===== src/include/cdd_params.svh =====
////////////////////////////////////////////////////////////
// wait and gap counts are in clk_sys cycles
// the byte gap must be at least 2 and the slot count at least 2
////////////////////////////////////////////////////////////
`ifndef CDD_PARAMS_SVH
`define CDD_PARAMS_SVH

// bytes in one status or command frame
`define CDD_FRAME_BYTES 12

// delay from capturing a new status frame to offering it
`define CDD_START_WAIT 15

// delay from the last bit of a byte to the next request
`define CDD_BYTE_GAP 1023

// frames held between the latch and the serial port
`define CDD_FRAME_SLOTS 2

`endif


===== src/cdd_pkg.sv =====
////////////////////////////////////////////////////////////
// frame width follows CDD_FRAME_BYTES from the params header
////////////////////////////////////////////////////////////
`default_nettype none

`include "cdd_params.svh"

package cdd_pkg;

	// one byte on the drive link
	typedef logic [7:0] cdd_byte_t;

	// whole frame, byte 0 in bits 7..0
	typedef logic [8*`CDD_FRAME_BYTES-1:0] cdd_frame_t;

	// byte position inside a frame
	typedef logic [3:0] cdd_index_t;

endpackage

`default_nettype wire


===== src/cdd_byte_if.sv =====
////////////////////////////////////////////////////////////
// four-phase byte handoff, data and last valid while req is high
////////////////////////////////////////////////////////////
`default_nettype none

interface cdd_byte_if
	import cdd_pkg::*;
();

	logic      req;
	logic      ack;
	cdd_byte_t data;
	// high on the final byte of a frame
	logic      last;

	modport sender (
		output req,
		output data,
		output last,
		input  ack
	);

	modport receiver (
		input  req,
		input  data,
		input  last,
		output ack
	);

endinterface

`default_nettype wire


===== src/cdd_frame_buffer.sv =====
////////////////////////////////////////////////////////////
// ring of CDD_FRAME_SLOTS frames, a slot frees after its last byte
////////////////////////////////////////////////////////////
`default_nettype none

`include "cdd_params.svh"

module cdd_frame_buffer
	import cdd_pkg::*;
(
	input  wire        clk_sys,
	input  wire        reset,
	input  wire        frame_req,
	input  wire        cdd_frame_t frame_data,
	output logic       frame_ack,
	cdd_byte_if.sender byte_out
);

	localparam int SLOTS = `CDD_FRAME_SLOTS;
	localparam int PTR_W = $clog2(SLOTS);
	localparam int CNT_W = $clog2(SLOTS + 1);

	cdd_frame_t       slot_mem [SLOTS];
	logic [PTR_W-1:0] wr_ptr;
	logic [PTR_W-1:0] rd_ptr;
	logic [CNT_W-1:0] count;
	logic [CNT_W-1:0] count_next;
	cdd_index_t       byte_idx;
	logic             byte_req;
	logic             wait_release;
	logic             push;
	logic             pop;
	logic             last_byte;

	function automatic logic [PTR_W-1:0] ptr_inc(input logic [PTR_W-1:0] ptr);
		if (ptr == PTR_W'(SLOTS - 1))
			return '0;
		return ptr + 1'b1;
	endfunction

	assign push       = frame_req && !frame_ack && (count != CNT_W'(SLOTS));
	assign last_byte  = (byte_idx == cdd_index_t'(`CDD_FRAME_BYTES - 1));
	// slot is released once the last byte's ack has gone low
	assign pop        = wait_release && !byte_out.ack && last_byte;
	assign count_next = count + CNT_W'(push) - CNT_W'(pop);

	////////////////////////////////////////////////////////////
	// write side
	////////////////////////////////////////////////////////////
	always_ff @(posedge clk_sys) begin
		if (reset) begin
			frame_ack <= 1'b0;
			wr_ptr    <= '0;
			rd_ptr    <= '0;
			count     <= '0;
		end else begin
			count <= count_next;
			if (push) begin
				frame_ack <= 1'b1;
				wr_ptr    <= ptr_inc(wr_ptr);
			end else if (frame_ack && !frame_req) begin
				frame_ack <= 1'b0;
			end
			if (pop)
				rd_ptr <= ptr_inc(rd_ptr);
		end
	end

	always_ff @(posedge clk_sys) begin
		if (push)
			slot_mem[wr_ptr] <= frame_data;
	end

	////////////////////////////////////////////////////////////
	// read side, one byte per handshake
	////////////////////////////////////////////////////////////
	always_ff @(posedge clk_sys) begin
		if (reset) begin
			byte_req     <= 1'b0;
			wait_release <= 1'b0;
			byte_idx     <= '0;
		end else if (byte_req) begin
			if (byte_out.ack) begin
				byte_req     <= 1'b0;
				wait_release <= 1'b1;
			end
		end else if (wait_release) begin
			if (!byte_out.ack) begin
				wait_release <= 1'b0;
				if (last_byte) begin
					byte_idx <= '0;
					byte_req <= (count_next != '0);
				end else begin
					byte_idx <= byte_idx + 4'd1;
					byte_req <= 1'b1;
				end
			end
		end else if (count != '0) begin
			byte_req <= 1'b1;
		end
	end

	assign byte_out.req  = byte_req;
	assign byte_out.last = last_byte;
	assign byte_out.data = slot_mem[rd_ptr][byte_idx * 8 +: 8];

	// a write never lands on the slot being read out
	a_no_overfill: assert property (@(posedge clk_sys) disable iff (reset)
		push |-> (count == '0) || (wr_ptr != rd_ptr));

	a_req_held: assert property (@(posedge clk_sys) disable iff (reset)
		(byte_out.req && !byte_out.ack) |=> byte_out.req);

endmodule

`default_nettype wire


===== src/cdd_link.sv =====
////////////////////////////////////////////////////////////
// drive-side link, status in and command frames out
////////////////////////////////////////////////////////////
`default_nettype none

module cdd_link
	import cdd_pkg::*;
(
	input  wire        clk_sys,
	input  wire        reset,
	input  wire        cdd_frame_t stat_frame,
	input  wire        stat_toggle,
	input  wire        comclk,
	input  wire        hdata,
	output logic       cdata,
	output logic       comreq_n,
	output logic       comsync_n,
	output cdd_frame_t comm_frame,
	output logic       comm_toggle
);

	logic       frame_req;
	logic       frame_ack;
	cdd_frame_t frame_data;

	cdd_byte_if byte_bus ();

	// new status frames from the host
	cdd_status_latch u_latch (
		.clk_sys     (clk_sys),
		.reset       (reset),
		.stat_frame  (stat_frame),
		.stat_toggle (stat_toggle),
		.frame_req   (frame_req),
		.frame_data  (frame_data),
		.frame_ack   (frame_ack)
	);

	cdd_frame_buffer u_buffer (
		.clk_sys    (clk_sys),
		.reset      (reset),
		.frame_req  (frame_req),
		.frame_data (frame_data),
		.frame_ack  (frame_ack),
		.byte_out   (byte_bus.sender)
	);

	// three-wire link to the host
	cdd_serial_port u_port (
		.clk_sys     (clk_sys),
		.reset       (reset),
		.byte_in     (byte_bus.receiver),
		.comclk      (comclk),
		.hdata       (hdata),
		.cdata       (cdata),
		.comreq_n    (comreq_n),
		.comsync_n   (comsync_n),
		.comm_frame  (comm_frame),
		.comm_toggle (comm_toggle)
	);

endmodule

`default_nettype wire


===== src/cdd_serial_port.sv =====
////////////////////////////////////////////////////////////
// comclk idles high, the host clocks 8 bits per comreq_n
// edges outside a byte transfer are ignored
////////////////////////////////////////////////////////////
`default_nettype none

`include "cdd_params.svh"

module cdd_serial_port
	import cdd_pkg::*;
(
	input  wire          clk_sys,
	input  wire          reset,
	cdd_byte_if.receiver byte_in,
	input  wire          comclk,
	input  wire          hdata,
	output logic         cdata,
	output logic         comreq_n,
	output logic         comsync_n,
	output cdd_frame_t   comm_frame,
	output logic         comm_toggle
);

	localparam int GAP_W = $clog2(`CDD_BYTE_GAP + 1);

	typedef enum logic [1:0] {SP_WAIT, SP_START, SP_XFER} port_state_t;

	port_state_t      state;
	logic [1:0]       comclk_sync;
	logic             comclk_prev;
	logic [1:0]       hdata_sync;
	logic             bit_rise;
	logic             bit_fall;
	logic             byte_end;
	logic             accept;
	logic             byte_ack;
	logic [GAP_W-1:0] gap_cnt;
	logic [2:0]       bit_cnt;
	cdd_index_t       byte_idx;
	logic             first_pend;
	logic             cur_last;
	logic             frame_done;
	cdd_byte_t        st_shift;
	cdd_byte_t        cmd_shift;
	cdd_byte_t        cmd_byte;

	////////////////////////////////////////////////////////////
	// host clock and data synchronizers
	////////////////////////////////////////////////////////////
	always_ff @(posedge clk_sys) begin
		if (reset) begin
			comclk_sync <= 2'b11;
			comclk_prev <= 1'b1;
		end else begin
			comclk_sync <= {comclk_sync[0], comclk};
			comclk_prev <= comclk_sync[1];
		end
	end

	// same depth as comclk so hdata lines up with the rising edge
	always_ff @(posedge clk_sys) begin
		hdata_sync <= {hdata_sync[0], hdata};
	end

	assign bit_rise = (state == SP_XFER) && comclk_sync[1] && !comclk_prev;
	assign bit_fall = (state == SP_XFER) && !comclk_sync[1] && comclk_prev;
	assign byte_end = bit_rise && (bit_cnt == 3'd7);
	assign accept   = (state == SP_WAIT) && (gap_cnt == '0) && byte_in.req && !byte_ack;
	assign cmd_byte = {hdata_sync[1], cmd_shift[7:1]};

	////////////////////////////////////////////////////////////
	// byte sequencing
	////////////////////////////////////////////////////////////
	always_ff @(posedge clk_sys) begin
		if (reset) begin
			state       <= SP_WAIT;
			gap_cnt     <= '0;
			byte_ack    <= 1'b0;
			comreq_n    <= 1'b1;
			comsync_n   <= 1'b1;
			cdata       <= 1'b0;
			bit_cnt     <= '0;
			byte_idx    <= '0;
			first_pend  <= 1'b1;
			cur_last    <= 1'b0;
			frame_done  <= 1'b0;
			comm_toggle <= 1'b0;
		end else begin
			frame_done <= 1'b0;
			if (frame_done)
				comm_toggle <= ~comm_toggle;
			if (byte_ack && !byte_in.req)
				byte_ack <= 1'b0;
			case (state)
				SP_WAIT: begin
					if (gap_cnt != '0) begin
						gap_cnt <= gap_cnt - 1'b1;
					end else if (accept) begin
						byte_ack <= 1'b1;
						cur_last <= byte_in.last;
						bit_cnt  <= '0;
						byte_idx <= first_pend ? '0 : byte_idx + 4'd1;
						state    <= SP_START;
					end
				end
				SP_START: begin
					comreq_n  <= 1'b0;
					comsync_n <= !first_pend;
					state     <= SP_XFER;
				end
				default: begin
					if (bit_fall)
						cdata <= st_shift[0];
					if (bit_rise) begin
						comreq_n <= 1'b1;
						bit_cnt  <= bit_cnt + 3'd1;
					end
					if (byte_end) begin
						comsync_n  <= 1'b1;
						first_pend <= cur_last;
						frame_done <= cur_last;
						gap_cnt    <= GAP_W'(`CDD_BYTE_GAP - 2);
						state      <= SP_WAIT;
					end
				end
			endcase
		end
	end

	// shift registers and the collected command frame
	always_ff @(posedge clk_sys) begin
		if (accept)
			st_shift <= byte_in.data;
		else if (bit_fall)
			st_shift <= st_shift >> 1;
		if (bit_rise)
			cmd_shift <= cmd_byte;
		if (byte_end)
			comm_frame[byte_idx * 8 +: 8] <= cmd_byte;
	end

	assign byte_in.ack = byte_ack;

	// sync only while byte 0 of a frame is on the link
	a_sync_with_req: assert property (@(posedge clk_sys) disable iff (reset)
		!comsync_n |-> (state == SP_XFER) && (byte_idx == '0));

endmodule

`default_nettype wire


===== src/cdd_status_latch.sv =====
////////////////////////////////////////////////////////////
// toggles seen while a frame is still pending are dropped
////////////////////////////////////////////////////////////
`default_nettype none

`include "cdd_params.svh"

module cdd_status_latch
	import cdd_pkg::*;
(
	input  wire        clk_sys,
	input  wire        reset,
	input  wire        cdd_frame_t stat_frame,
	input  wire        stat_toggle,
	output logic       frame_req,
	output cdd_frame_t frame_data,
	input  wire        frame_ack
);

	localparam int WAIT_W = $clog2(`CDD_START_WAIT + 1);

	typedef enum logic [1:0] {L_IDLE, L_WAIT, L_OFFER, L_RELEASE} latch_state_t;

	latch_state_t      state;
	logic              toggle_last;
	logic [WAIT_W-1:0] wait_cnt;
	logic              new_frame;

	assign new_frame = (stat_toggle != toggle_last) && (state == L_IDLE);

	always_ff @(posedge clk_sys) begin
		if (reset) begin
			state       <= L_IDLE;
			toggle_last <= 1'b0;
			wait_cnt    <= '0;
			frame_req   <= 1'b0;
		end else begin
			toggle_last <= stat_toggle;
			case (state)
				L_IDLE: begin
					if (new_frame) begin
						wait_cnt <= WAIT_W'(`CDD_START_WAIT - 1);
						state    <= L_WAIT;
					end
				end
				L_WAIT: begin
					if (wait_cnt == '0) begin
						frame_req <= 1'b1;
						state     <= L_OFFER;
					end else begin
						wait_cnt <= wait_cnt - 1'b1;
					end
				end
				// buffer full keeps ack low, so we sit here
				L_OFFER: begin
					if (frame_ack) begin
						frame_req <= 1'b0;
						state     <= L_RELEASE;
					end
				end
				default: begin
					if (!frame_ack)
						state <= L_IDLE;
				end
			endcase
		end
	end

	always_ff @(posedge clk_sys) begin
		if (new_frame)
			frame_data <= stat_frame;
	end

	a_data_held: assert property (@(posedge clk_sys) disable iff (reset)
		frame_req |=> (!frame_req || $stable(frame_data)));

endmodule

`default_nettype wire


===== config.mk =====
export PLATFORM = sky130hd
export DESIGN_NAME = cdd_link
export DESIGN_NICKNAME = d
export VERILOG_FILES = /design/src/cdd_pkg.sv /design/src/cdd_byte_if.sv /design/src/cdd_frame_buffer.sv /design/src/cdd_link.sv /design/src/cdd_serial_port.sv /design/src/cdd_status_latch.sv
export VERILOG_INCLUDE_DIRS = /design/src /design/src/include
export SDC_FILE = /design/constraint.sdc
export NUM_CORES = 1
export LEC_CHECK = 0
export BUFFER_PORTS_ARGS = -buffer_cell sky130_fd_sc_hd__buf_2
export CAP_MARGIN = 10
export CELL_PAD_IN_SITES_DETAIL_PLACEMENT = 0
export CELL_PAD_IN_SITES_GLOBAL_PLACEMENT = 1
export CORE_MARGIN = 2
export CORE_UTILIZATION = 52
export CTS_CLUSTER_DIAMETER = 30
export CTS_CLUSTER_SIZE = 25
export DETAILED_ROUTE_END_ITERATION = 8
export PLACE_DENSITY = 0.82
export SLEW_MARGIN = 10
export SYNTH_ARGS = -nofsm -noshare
export SYNTH_HDL_FRONTEND = slang
export SYNTH_SLANG_ARGS = --single-unit

===== constraint.sdc =====
create_clock -name clk_sys -period 13.3 [get_ports clk_sys]
set_input_delay 2.66 -clock clk_sys [delete_from_list [all_inputs] [get_ports clk_sys]]
set_output_delay 2.66 -clock clk_sys [all_outputs]
set_load 0.01 [all_outputs]

== After elaboration in Yosys (flattened, before gate mapping) ==
Memory sizes are Yosys's and may differ from the RTL's. A register that Yosys moved wholly into a read port is not among the register bits.
Index checks and enable logic that the tools add are counted.

* $add $sub $neg: 10
* Eq/ne operators: 17
* Shifts and indexed selects: 3
* Muxes and demuxes: 61
* Bitwise logic cells: 8
* Reductions and logical operators: 52

{| class="wikitable"
|+ Operators with widths
! kind !! count
|-
| $bwmux 96 || 1
|-
| $shift 8x34->96 const A || 1
|-
| $shiftx 8x34->96 || 1
|-
| $shiftx 96x8->8 || 1
|-
| $mux 1 || 34
|-
| $neg 7->34 || 1
|-
| $mux 10 || 2
|-
| $pmux 10 s2 || 1
|-
| $reduce_bool 2->1 || 10
|-
| $reduce_and 3->1 || 6
|-
| $mux 4 || 4
|-
| $mux 8 || 2
|-
| $logic_and 1x1->1 || 15
|-
| $mux 2 || 7
|-
| $logic_not 10->1 || 1
|-
| $ne 2x1->1 const B || 5
|-
| $reduce_bool 10->1 || 1
|-
| $sub 10x1->10 const B || 1
|-
| $mux 3 || 3
|-
| $add 4x1->4 const B || 2
|-
| $ne 2x2->1 const B || 4
|-
| $not 1->1 || 8
|-
| $pmux 4 s2 || 1
|-
| $reduce_and 2->1 || 4
|-
| 22 further kinds || 35
|}

* Register bits: 259
* RAM bits: 192
* Input bits: 101
* Output and inout port bits: 100
* Word-level logic and storage cells: 182
* Memories: 1

{| class="wikitable"
|+ Memories
! name !! depth !! bits a word !! read ports !! clocked after memory_dff !! wr ports !! RTL line !! source
|-
| u_buffer.slot_mem || 2 || 96 || 1 || 1 || 1 || cdd_frame_buffer.sv:23 || <nowiki>cdd_frame_t slot_mem [SLOTS];</nowiki>
|}

== Logic depth before layout (Yosys ltp) ==
Gate-level depths: netlist of the first run.

* Depth after elaboration: 10
* Mapped depth: 9

== Hierarchy ==
From an unflattened synthesis of the first run, not the netlist that was laid out.

* Cells, all modules: 1,045
* Area, all modules: 17,073.9 um^2

{| class="wikitable"
|+ By module, submodules not included
! module !! times used !! cells each !! area each (um^2) !! seq. area each (um^2)
|-
| cdd_frame_buffer || 1 || 428 || 8,020.2 || 6,005.8
|-
| cdd_serial_port || 1 || 458 || 5,651.7 || 3,973.8
|-
| cdd_status_latch || 1 || 159 || 3,402.0 || 3,042.9
|}

== Worst setup path before layout of the first run ==
Ideal clock, no wire load.

* Path type: in2reg
* From: input port stat_toggle
* To: register u_latch.wait_cnt[2]
* Arrival time: 7.655 ns
* Data required time: 13.220 ns
* Slack: 5.565 ns
* Cell stages on the path: 4
* Path buffers: 0
* Path through: xnor2_1 -> nor2b_1 -> nand2_1 -> a31oi_1

* Cells in the longest elaborated chain, start to end: 4

{| class="wikitable"
|+ RTL lines
! element !! RTL line !! source
|-
| from (decl) || cdd_link.sv:12 || <nowiki>input wire stat_toggle,</nowiki>
|-
| $ne 1x1->1 || cdd_status_latch.sv:29 || <nowiki>assign new_frame = (stat_toggle != toggle_last) && (state == L_IDLE);</nowiki>
|-
| $logic_and 1x1->1 || cdd_status_latch.sv:29 ||
|-
| via u_latch.new_frame || cdd_status_latch.sv:27 || <nowiki>logic new_frame;</nowiki>
|-
| $ne 2x1->1 (no line) || - ||
|-
| $reduce_and 3->1 (no line) || - ||
|-
| to (signal assigned) || cdd_status_latch.sv:42 || <nowiki>wait_cnt <= WAIT_W'(`CDD_START_WAIT - 1);</nowiki>
|-
| to (signal assigned) || cdd_status_latch.sv:51 || <nowiki>wait_cnt <= wait_cnt - 1'b1;</nowiki>
|-
| to (decl) || cdd_status_latch.sv:26 || <nowiki>logic [WAIT_W-1:0] wait_cnt;</nowiki>
|}

The timed path passes the listed nets, and every way through them passes these cells.
A chain may end at the register's enable or synchronous reset.

== Worst setup path in the final report of the first run ==
* From: input port stat_toggle
* To: register u_latch.frame_data[67], enable pin

* Cells in the longest elaborated chain, start to end: 2

{| class="wikitable"
|+ RTL lines
! element !! RTL line !! source
|-
| $ne 1x1->1 || cdd_status_latch.sv:29 ||
|-
| $logic_and 1x1->1 || cdd_status_latch.sv:29 ||
|-
| via u_latch.new_frame || cdd_status_latch.sv:27 ||
|-
| to (signal assigned) || cdd_status_latch.sv:71 || <nowiki>frame_data <= stat_frame;</nowiki>
|-
| to (decl) || cdd_status_latch.sv:16 || <nowiki>output cdd_frame_t frame_data,</nowiki>
|}

The timed path passes the listed nets, and every way through them passes these cells.

==> results of run 1 <==
[synthesized netlist by cell type, types with 3 or more instances]
cell / number / share of area (%)
sky130_fd_sc_hd__inv_1: 20 / 0.45
sky130_fd_sc_hd__o21ai_0: 9 / 0.27
sky130_fd_sc_hd__xnor2_1: 10 / 0.52
sky130_fd_sc_hd__nand2_1: 43 / 0.96
sky130_fd_sc_hd__and2_1: 52 / 1.9
sky130_fd_sc_hd__nand3_1: 25 / 0.74
sky130_fd_sc_hd__a22oi_1: 43 / 1.9
sky130_fd_sc_hd__a31oi_1: 22 / 0.82
sky130_fd_sc_hd__or3b_2: 3 / 0.16
sky130_fd_sc_hd__a21oi_1: 24 / 0.71
sky130_fd_sc_hd__nor4_1: 5 / 0.19
sky130_fd_sc_hd__and3_1: 3 / 0.11
sky130_fd_sc_hd__buf_2: 3 / 0.089
sky130_fd_sc_hd__mux4_2: 4 / 0.53
sky130_fd_sc_hd__nor2_1: 83 / 1.8
sky130_fd_sc_hd__nor3_1: 12 / 0.36
sky130_fd_sc_hd__dfxtp_1: 52 / 6.2
sky130_fd_sc_hd__nor3b_1: 3 / 0.13
sky130_fd_sc_hd__ha_1: 15 / 1.1
sky130_fd_sc_hd__xor2_1: 3 / 0.16
sky130_fd_sc_hd__clkbuf_1: 33 / 0.74
sky130_fd_sc_hd__or4_1: 5 / 0.22
sky130_fd_sc_hd__nand2b_1: 6 / 0.22
sky130_fd_sc_hd__or3_1: 3 / 0.11
sky130_fd_sc_hd__mux2i_1: 91 / 5.4
sky130_fd_sc_hd__nor2b_1: 13 / 0.48
sky130_fd_sc_hd__edfxtp_1: 399 / 71
sky130_fd_sc_hd__or2_2: 6 / 0.22
sky130_fd_sc_hd__buf_1: 8 / 0.18
[state kept, by name, summed over array words and instances (netlist names), 2 cells and up, named ones only]
register and count:
u_buffer.slot_mem 192, u_port.cmd_shift 7, u_port.st_shift 8, u_buffer.count 2, u_port.state 2, u_latch.frame_data 96
u_port.comclk_sync 2, u_port.bit_cnt 3, u_latch.state 2, u_port.gap_cnt 10, u_port.byte_idx 4, u_port.comm_frame 96
u_latch.wait_cnt 4, u_buffer.byte_idx 4, u_port.hdata_sync 2
[per-stage QoR]
step / area [sq um] / setup slack [ns] / cells / power [W]
after global placement: 18280 / 8.343 / 1606 / 0.002383
final: 21040 / 8.935 / 1758 / 0.004408
after global routing: 21040 / 8.799 / 1758 / 0.004586
after floorplan: 16850 / 5.565 / 1038 / 0.002287
after CTS: 21030 / 8.926 / 1757 / 0.004446
after detailed placement: 18280 / 8.272 / 1606 / 0.002407
[power breakdown]
| group | switching [W] | total, W | internal (W) |
|---|---|---|---|
| registers | 0.000102 | 0.00197 | 0.00186 |
| clock network | 0.000710 | 0.00203 | 0.00132 |
| logic | 0.000270 | 0.000415 | 0.000145 |
[worst min path at each step]
stage                                 to  depth (start not counted)            startpoint
detailed placement  u_port.hdata_sync[1]                          0  u_port.hdata_sync[0]
finish              u_port.hdata_sync[1]                          0  u_port.hdata_sync[0]
global placement    u_port.hdata_sync[1]                          0  u_port.hdata_sync[0]
global route        u_port.hdata_sync[1]                          0  u_port.hdata_sync[0]
floorplan           u_port.hdata_sync[1]                          0  u_port.hdata_sync[0]
CTS                 u_port.hdata_sync[1]                          0  u_port.hdata_sync[0]
[worst reg2reg max path, delay by kind of cell (launching register included)]
family        cells  cell delay (ns)
simple gates      3             2.08
flops             1             0.57
fa+ha+maj         1             0.28
xor+xnor          1             0.22
buf+inv           1             0.12
[layout make-up]
class                   count  area share, %
clock buffers              91          10.02
clock inverters            60          3.063
inverters                  20         0.3569
multi-input cells         523          17.11
flip-flops and latches    451          61.92
well taps                 402          2.391
repair buffers            211          5.139
[cells by family (layout without fill, tap and decap cells)]
logic type               count (synthesis)  after routing  share of synthesized area [%]
buffers and inverters                   64            382                          1.448
flip-flops                             451            451                          77.30
multiplexers                            97             97                          6.075
AO/OA/AOI/OAI                          122            122                          4.924
XOR/XNOR                                13             13                         0.6759
adder cells (fa/ha/maj)                 15             15                          1.114
AND/OR/NAND/NOR                        276            276                          8.460
[cell usage in the layout (no fill, tap or decap), types with 12 or more instances in the layout]
master                      count
sky130_fd_sc_hd__a21oi_1       24
sky130_fd_sc_hd__inv_1         20
sky130_fd_sc_hd__nand3_1       25
sky130_fd_sc_hd__mux2i_1       91
sky130_fd_sc_hd__edfxtp_1     399
sky130_fd_sc_hd__clkinv_4      12
sky130_fd_sc_hd__nor2_1        83
sky130_fd_sc_hd__nor3_1        12
sky130_fd_sc_hd__inv_6         13
sky130_fd_sc_hd__buf_2        200
sky130_fd_sc_hd__ha_1          15
sky130_fd_sc_hd__a22oi_1       43
sky130_fd_sc_hd__dfxtp_1       51
sky130_fd_sc_hd__nand2_1       43
sky130_fd_sc_hd__and2_1        51
sky130_fd_sc_hd__a31oi_1       22
sky130_fd_sc_hd__clkbuf_16     83
[metal layers]
metal	vias up	share of wire (%)	GRT usage (%)
met3	56	6.5	4.794
met2	345	50	33.40
met1	4611	41	25.77
li1	4489	-	-
met4	0	2.1	7.040
met5	-	0	0
==> results.json, run 1 <==
{
  "status": "finished clean",
  "synth_cell_types": 55,
  "hold_path.class": "flip-flop to flip-flop",
  "synth_enable_flop_cells": 399,
  "timing.critical_path.depth": 4,
  "drc": 0,
  "finalWorstPathRequiredPeriod_ns": 4.365,
  "synthesis.area_sq_mm": 0.01685,
  "timing_worst_setup_path_type": "input port to flip-flop",
  "gp_congestion": 0.8022,
  "timing.reg2reg.worst_path_depth": 6,
  "post-cts-setup-buffers": 0,
  "timing.max_slew.rel_slack_pct": 25.96,
  "globalRoute.totalOverflow": 0,
  "syn_area_per_cell_sq_um": 16.23,
  "finalHoldViolations": 0,
  "groute.usage.overall_pct": 20.00,
  "die_area_sq_mm": 0.03385,
  "initial_standard_cell_utilization_of_the_core_pct": 53.11,
  "maximum_vdd_drop_mv": 0.1871,
  "clock_tree.htree_level_count": 3,
  "numPortBuffers": 200,
  "tns_ns": 0,
  "grt_pass1_vias": 9404,
  "ys.warnings.count": 0,
  "max_slew.worst_pin.slew_ns": 1.101,
  "initialDrtViolationCount": 756,
  "area_delta_synth_final_pct": 24.87,
  "fin_hold_ws_ns": 0.3253,
  "timing.rr.start": "u_port.byte_idx[0]",
  "report.final.setup_viol": 0,
  "filler_cell_count": 2118,
  "slew_viol_final": 0,
  "die_y_microns": 184.0,
  "clock.fmax_mhz": 229.1,
  "initial_antenna_violation_count": 0,
  "wire_length_of_the_first_global_routing_pass_microns": 51360,
  "layout_worst_path_cycle_share_pct": 32.82,
  "clk_latency_ns": 0.58,
  "cp_data_arrival_time_ns": 4.56,
  "synth.net_count": 1154,
  "finClkSkew_ns": 0.02334,
  "viasPerCell": 5.404,
  "detailroute.via_count": 9501,
  "routed_wirelength_microns": 33330,
  "ff_latch_area_sq_mm": 0.01303,
  "floorplan.die.width_microns": 184.0,
  "r2r_end": "u_port.comm_frame[34]",
  "yosys_most_used_dff": "sky130_fd_sc_hd__edfxtp_1",
  "cts_tree": "yes",
  "critPathCaptureType": "flip-flop",
  "layout.core_utilization_pct": 66.32,
  "critPathMaxFanout": 70,
  "clock_tree.buffer_depth": 3,
  "site_row_count": 65,
  "first_pass_iteration_count_of_the_detailed_router": 7,
  "num_io_pins": 201,
  "cts.reportedPaths.clkPinSlew_ns": 0.05,
  "rsz0062_at_grt": "false",
  "clock-root-buffer": "sky130_fd_sc_hd__clkbuf_16",
  "synth_async_sr_flop_share_pct": 0,
  "p_per_area_mw_per_mm2": 209.5,
  "multiInputGateArea_sq_mm": 0.003600,
  "cp-start-kind": "input port",
  "critPathMaxStageDelay_ns": 0.78,
  "yosysSeqAreaShare_pct": 77.30,
  "cp-startpoint": "stat_toggle",
  "drt-wirelength-per-cell_microns": 18.96,
  "critical_path.slowest_cell": "sky130_fd_sc_hd__buf_4",
  "static_leak_nw": 7.550,
  "yosys_register_bits": 451,
  "maxCapViolations": 0,
  "cts.repair.resized": 0,
  "hold_buffers": 0,
  "timing.critical_path.max_delay_family": "buffers and inverters",
  "cp_data_required_time_ns": 13.50,
  "floorplan.core_area_sq_mm": 0.03172,
  "finalNetCount": 1404,
  "post_route_cells_drive_above_1_share_pct": 27.06,
  "place_hpwl_microns": 20290,
  "worst_setup_slack_for_register_to_register_paths_ns": 9.66,
  "clk_sinks": 451,
  "critical_path.endpoint": "u_latch.frame_data[67]",
  "antenna_cells_inserted": 0,
  "path_cells": "buf_2, xnor2_1, nor2b_4, buf_4",
  "grt_start_max_net_pins": 71,
  "drtAntennaViolNets": 0,
  "numCtsBuffers": 81,
  "cp_num_buf_inv": 2,
  "synthesis.instances": 1038
}
Note: power is estimated with default switching activity, not from simulation.
==> run 2: changes to the inputs <==
- CORE_UTILIZATION: 52 -> 49
- PLACE_DENSITY: 0.82 -> 0.77
- clock period: 13.3 -> 4.4 ns (I/O delays scaled with it)
==> run 2 against run 1 <==
  * Clock skew grew 0.00064 ns
  * Routed wire length shrank 1.2%
  * Global-route usage shrank 1.4 points
  * Critical path type is now flip-flop to flip-flop
  * Utilization shrank 3.0 points
  * Via count shrank 1.1%
==> results.json, run 2 (synthesis gave the netlist of run 1 again) <==
{
  "post-cts-setup-buffers": 0,
  "grt_pass1_vias": 9397,
  "detailroute.via_count": 9392,
  "finClkSkew_ns": 0.02397,
  "floorplan.core_area_sq_mm": 0.03370,
  "r2r_end": "u_port.comm_frame[55]",
  "finalHoldViolations": 0,
  "slew_viol_final": 0,
  "power_switching_w": 0.003373,
  "groute.usage.overall_pct": 18.59,
  "critPathMaxFanout": 13,
  "hold_path_depth": 0,
  "critPathCaptureType": "flip-flop",
  "biggest_regs": "u_buffer.slot_mem (192), u_latch.frame_data (96), u_port.comm_frame (96)",
  "cts_tree": "yes",
  "initialDrtViolationCount": 539,
  "die_area_sq_mm": 0.03588,
  "maximum_vdd_drop_mv": 0.3597,
  "power_frac_clock_pct": 47.4,
  "max_slew.worst_pin.slew_ns": 1.095,
  "initial_antenna_violation_count": 0,
  "timing_worst_setup_path_type": "flip-flop to flip-flop",
  "place_hpwl_microns": 20810,
  "finalWorstPathRequiredPeriod_ns": 3.211,
  "netSwitchingFraction_pct": 24.59,
  "die_y_microns": 189.4,
  "numCtsBuffers": 85,
  "clk_sinks": 451,
  "viasPerCell": 5.169,
  "worstHoldStart": "u_port.hdata_sync[0]",
  "clock_tree.htree_level_count": 3,
  "drt-wirelength-per-cell_microns": 18.13,
  "drtAntennaViolNets": 0,
  "cts.reportedPaths.clkPinSlew_ns": 0.05,
  "cts.repair.resized": 0,
  "num_io_pins": 201,
  "power.share.combinational_pct": 9.4,
  "floorplan.die.width_microns": 189.4,
  "layout.cells.most_common": "sky130_fd_sc_hd__edfxtp_1",
  "globalRoute.totalOverflow": 0,
  "largest_register_ffs": 192,
  "drc": 0,
  "cp_data_arrival_time_ns": 3.41,
  "timing.rr.start": "u_port.state[0]",
  "layout.cells.most_common_list": "sky130_fd_sc_hd__edfxtp_1, sky130_fd_sc_hd__buf_2, sky130_fd_sc_hd__mux2i_1",
  "tns_ns": 0,
  "timing.reg2reg.worst_path_depth": 5,
  "fin_hold_ws_ns": 0.3207,
  "site_row_count": 67,
  "critPathMaxStageDelay_ns": 0.93,
  "report.final.setup_viol": 0,
  "routed_wirelength_microns": 32950,
  "antenna_cells_inserted": 0,
  "cp-start-kind": "flip-flop",
  "area_delta_synth_final_pct": 26.65,
  "static_leak_nw": 7.502,
  "clock-root-buffer": "sky130_fd_sc_hd__clkbuf_16",
  "initial_standard_cell_utilization_of_the_core_pct": 49.99,
  "worst_setup_slack_for_register_to_register_paths_ns": 1.19,
  "cp_data_required_time_ns": 4.60,
  "clk_latency_ns": 0.59,
  "hold_buffers": 0,
  "cell_internal_pwr_w": 0.01034,
  "gp_congestion": 0.7884,
  "p_per_area_mw_per_mm2": 642.8,
  "timing.max_slew.rel_slack_pct": 26.45,
  "critical_path.slowest_cell": "sky130_fd_sc_hd__nor3_1",
  "rsz0062_at_grt": "false",
  "finalNetCount": 1412,
  "post_route_cells_drive_above_1_share_pct": 28.20,
  "path_cells": "nand4bb_1, inv_1, nand2_1, a221o_1, nor3_1",
  "status": "finished clean",
  "clock_tree.buffer_depth": 3,
  "wire_length_of_the_first_global_routing_pass_microns": 50910,
  "clock.fmax_mhz": 311.4,
  "seqPwrFrac_pct": 43.2,
  "largest_register": "u_buffer.slot_mem",
  "hold_path.class": "flip-flop to flip-flop",
  "first_pass_iteration_count_of_the_detailed_router": 4,
  "layout_worst_path_cycle_share_pct": 72.99,
  "grt_start_max_net_pins": 61,
  "numPortBuffers": 200,
  "min_to": "u_port.hdata_sync[1]",
  "maxCapViolations": 0
}
## run 2: cell type report
class | instances | area (sq um)
sequential | 451 | 13030
fill | 2437 | 12360
multi-input combinational | 523 | 3602
clock buffer | 94 | 2192
timing repair buffer | 215 | 1126
clock inverter | 66 | 753.2
tap | 448 | 560.5
inverter | 20 | 75.07
## run 2: worst max-delay path by stage
stage	end	depth (start not counted)	slack, ns	startpoint
finish	u_port.comm_frame[55]	5	1.19	u_port.state[0]
global route	u_port.comm_frame[51]	5	0.89	u_port.state[1]
CTS	u_port.comm_frame[55]	5	1.20	u_port.state[0]
detailed placement	u_port.comm_frame[50]	5	1.22	u_port.state[0]
global placement	u_port.comm_frame[50]	5	1.32	u_port.state[0]
floorplan	u_latch.wait_cnt[3]	4	0.36	stat_toggle
## run 2: metrics by stage
step	util [%]	total power, W	worst slack, ns	cell area, sq um	std cells
final	63.31	0.01371	1.189	21340	1817
after CTS	63.31	0.01384	1.198	21340	1817
after global routing	63.31	0.01424	0.8902	21340	1817
after detailed placement	54.57	0.007296	1.217	18390	1657
after global placement	54.57	0.007240	1.320	18390	1657
after floorplan	-	0.006864	0.3599	16850	1038
## run 2: power groups by stage
stage / Combinational [W] / Clock (W) / Sequential, W
global route: 0.00145 / 0.00681 / 0.00599
floorplan: 0.000937 / 0 / 0.00593
finish: 0.00129 / 0.00651 / 0.00592
detailed placement: 0.00130 / 0 / 0.00600
global placement: 0.00128 / 0 / 0.00596
CTS: 0.00132 / 0.00660 / 0.00592
## run 2: worst max-delay path: cells and delay by family (launching register included)
kind,cells,cell delay [ns]
buf+inv,1,0.36
simple gates,3,1.59
flops,1,0.35
compound gates,1,0.51
## run 2: routing by layer
layer	routed length (microns)	vias up	GRT usage (%)
li1	-	4506	-
met1	14380	4527	24.49
met2	15910	292	29.67
met3	1843	67	4.893
met4	815	0	7.364
met5	0	-	0
==> run 3: changes to the inputs <==
- clock period: 4.4 -> 3.3 ns (I/O delays scaled with it)
==> run 3 against run 2 <==
  * Maximum frequency up 19%
  * Power up 28%
  * Critical path type unchanged
  * Critical endpoint is now u_port.comm_frame[2]
  * Hold slack worse by 0.13 ns
  * Combinational power up 43%
  * Sequential power up 33%
  * First-iteration DRC count up 3.9%
  * Global-route usage down 0.18 points
  * Non-clock buffer count up 15
  * Routed wire length down 1.5%
==> results.json, run 3 (synthesis gave the netlist of run 1 again) <==
{
  "path_cells": "nand4bb_1, inv_1, nand2_1, buf_4, a221o_1, nor2b_1",
  "multiInputGateArea_sq_mm": 0.003600,
  "cp-start-kind": "flip-flop",
  "hold_buffers": 0,
  "die_area_sq_mm": 0.03588,
  "cts.repair.resized": 0,
  "ff_latch_area_sq_mm": 0.01303,
  "numCtsBuffers": 79,
  "routed_wirelength_microns": 32470,
  "site_row_count": 67,
  "clock_tree.htree_level_count": 3,
  "maxCapViolations": 0,
  "cp_data_arrival_time_ns": 2.89,
  "maximum_vdd_drop_mv": 0.5944,
  "cts_tree": "yes",
  "layout_worst_path_cycle_share_pct": 81.86,
  "num_io_pins": 201,
  "grt_start_max_net_pins": 52,
  "slew_viol_final": 0,
  "biggest_regs": "u_buffer.slot_mem (192), u_latch.frame_data (96), u_port.comm_frame (96)",
  "drtAntennaViolNets": 0,
  "finClkSkew_ns": 0.02235,
  "fin_hold_ws_ns": 0.1935,
  "critPathMaxFanout": 13,
  "p_per_area_mw_per_mm2": 828.6,
  "rsz0062_at_grt": "false",
  "detailroute.via_count": 9437,
  "initial_antenna_violation_count": 0,
  "floorplan.core_area_sq_mm": 0.03370,
  "finalHoldViolations": 0,
  "status": "finished clean",
  "finalNetCount": 1421,
  "area_delta_synth_final_pct": 25.87,
  "cp_num_buf_inv": 2,
  "max_slew.worst_pin.slew_ns": 0.8405,
  "clock.fmax_mhz": 370.2,
  "clock_tree.buffer_depth": 3,
  "floorplan.die.width_microns": 189.4,
  "cts.reportedPaths.clkPinSlew_ns": 0.05,
  "timing.max_slew.rel_slack_pct": 43.76,
  "viasPerCell": 5.199,
  "die_y_microns": 189.4,
  "clk_sinks": 451,
  "initialDrtViolationCount": 560,
  "critPathCaptureType": "flip-flop",
  "grt_pass1_vias": 9361,
  "timing_worst_setup_path_type": "flip-flop to flip-flop",
  "finalWorstPathRequiredPeriod_ns": 2.702,
  "groute.usage.overall_pct": 18.40,
  "timing.critical_path.max_delay_family": "simple AND/OR/NAND/NOR gates",
  "clk_latency_ns": 0.58,
  "globalRoute.totalOverflow": 0,
  "critPathMaxStageDelay_ns": 0.62,
  "filler_cell_count": 2433,
  "largest_register": "u_buffer.slot_mem",
  "initial_standard_cell_utilization_of_the_core_pct": 49.99,
  "static_leak_nw": 7.481,
  "post_route_cells_drive_above_1_share_pct": 27.94,
  "antenna_cells_inserted": 0,
  "critical_path.slowest_cell": "sky130_fd_sc_hd__nor2b_1",
  "clock-root-buffer": "sky130_fd_sc_hd__clkbuf_16",
  "gp_congestion": 0.7715,
  "tns_ns": 0,
  "numPortBuffers": 200,
  "place_hpwl_microns": 20850,
  "cp_data_required_time_ns": 3.49,
  "hold_path.class": "input port to flip-flop",
  "layout.cells.most_common": "sky130_fd_sc_hd__edfxtp_1",
  "layout.cells.most_common_list": "sky130_fd_sc_hd__edfxtp_1, sky130_fd_sc_hd__buf_2, sky130_fd_sc_hd__mux2i_1",
  "drc": 0,
  "report.final.setup_viol": 0,
  "largest_register_ffs": 192,
  "drt-wirelength-per-cell_microns": 17.89,
  "post-cts-setup-buffers": 0,
  "first_pass_iteration_count_of_the_detailed_router": 5,
  "wire_length_of_the_first_global_routing_pass_microns": 50490
}
[run 3: changes by cell type in the layout (fill, tap and decap cells not counted), moves of 3 or more]
cell,change
sky130_fd_sc_hd__buf_12,+5
sky130_fd_sc_hd__clkbuf_16,-4
sky130_fd_sc_hd__buf_4,+10
sky130_fd_sc_hd__clkinvlp_4,+4
sky130_fd_sc_hd__bufinv_16,-3
sky130_fd_sc_hd__inv_6,-7
sky130_fd_sc_hd__clkinv_2,-4
[run 3: routing by layer]
layer	vias to the layer above	share of wire (%)	GRT usage, %
li1	4505	-	-
met1	4554	44	24.73
met2	307	48	29.32
met3	71	5.5	3.800
met4	0	2.8	7.961
met5	-	0	0
[run 3: worst reg2reg max path, cell delays in order (launching register included)]
cell and delay (ns):
sky130_fd_sc_hd__dfxtp_1 0.42, sky130_fd_sc_hd__nand4bb_1 0.22, sky130_fd_sc_hd__inv_1 0.37, sky130_fd_sc_hd__nand2_1 0.10, sky130_fd_sc_hd__buf_4 0.20, sky130_fd_sc_hd__a221o_1 0.40, sky130_fd_sc_hd__nor2b_1 0.62
[run 3: final timing paths]
path,to,cells after the start,startpoint,slack (ns)
worst max register to register,u_port.comm_frame[2],6,u_port.state[1],0.60
worst min-delay path,u_port.hdata_sync[0],1,hdata,0.19
worst min register to register,u_port.hdata_sync[1],0,u_port.hdata_sync[0],0.32
worst max-delay path,u_port.comm_frame[2],6,u_port.state[1],0.60
[run 3: cell type report]
class | count | area share [%]
flip-flops and latches | 451 | 61.43
clock buffers | 90 | 9.866
inverters | 20 | 0.3540
multi-input cells | 523 | 16.98
well taps | 448 | 2.644
clock inverters | 53 | 2.590
repair buffers | 230 | 6.137
[run 3: power breakdown]
| part | switching, W | internal, W | total, W | leakage [nW] |
|---|---|---|---|---|
| Sequential | 0.000391 | 0.00749 | 0.00788 | 4.17 |
| Combinational | 0.00114 | 0.000699 | 0.00184 | 2.05 |
| Clock | 0.00271 | 0.00514 | 0.00785 | 1.27 |
| Total | 0.00424 | 0.0133 | 0.0176 | 7.48 |
[run 3: stage by stage]
stage	instance area [sq um]	std cells	utilization [%]	power [W]	worst slack [ns]
floorplan	16860	1038	-	0.009120	0.5649
global placement	18560	1672	55.08	0.009752	0.7283
detailed placement	18560	1672	55.08	0.009831	0.6297
CTS	21200	1815	62.92	0.01773	0.6159
global route	21200	1815	62.92	0.01828	0.4095
finish	21200	1815	62.92	0.01757	0.5985
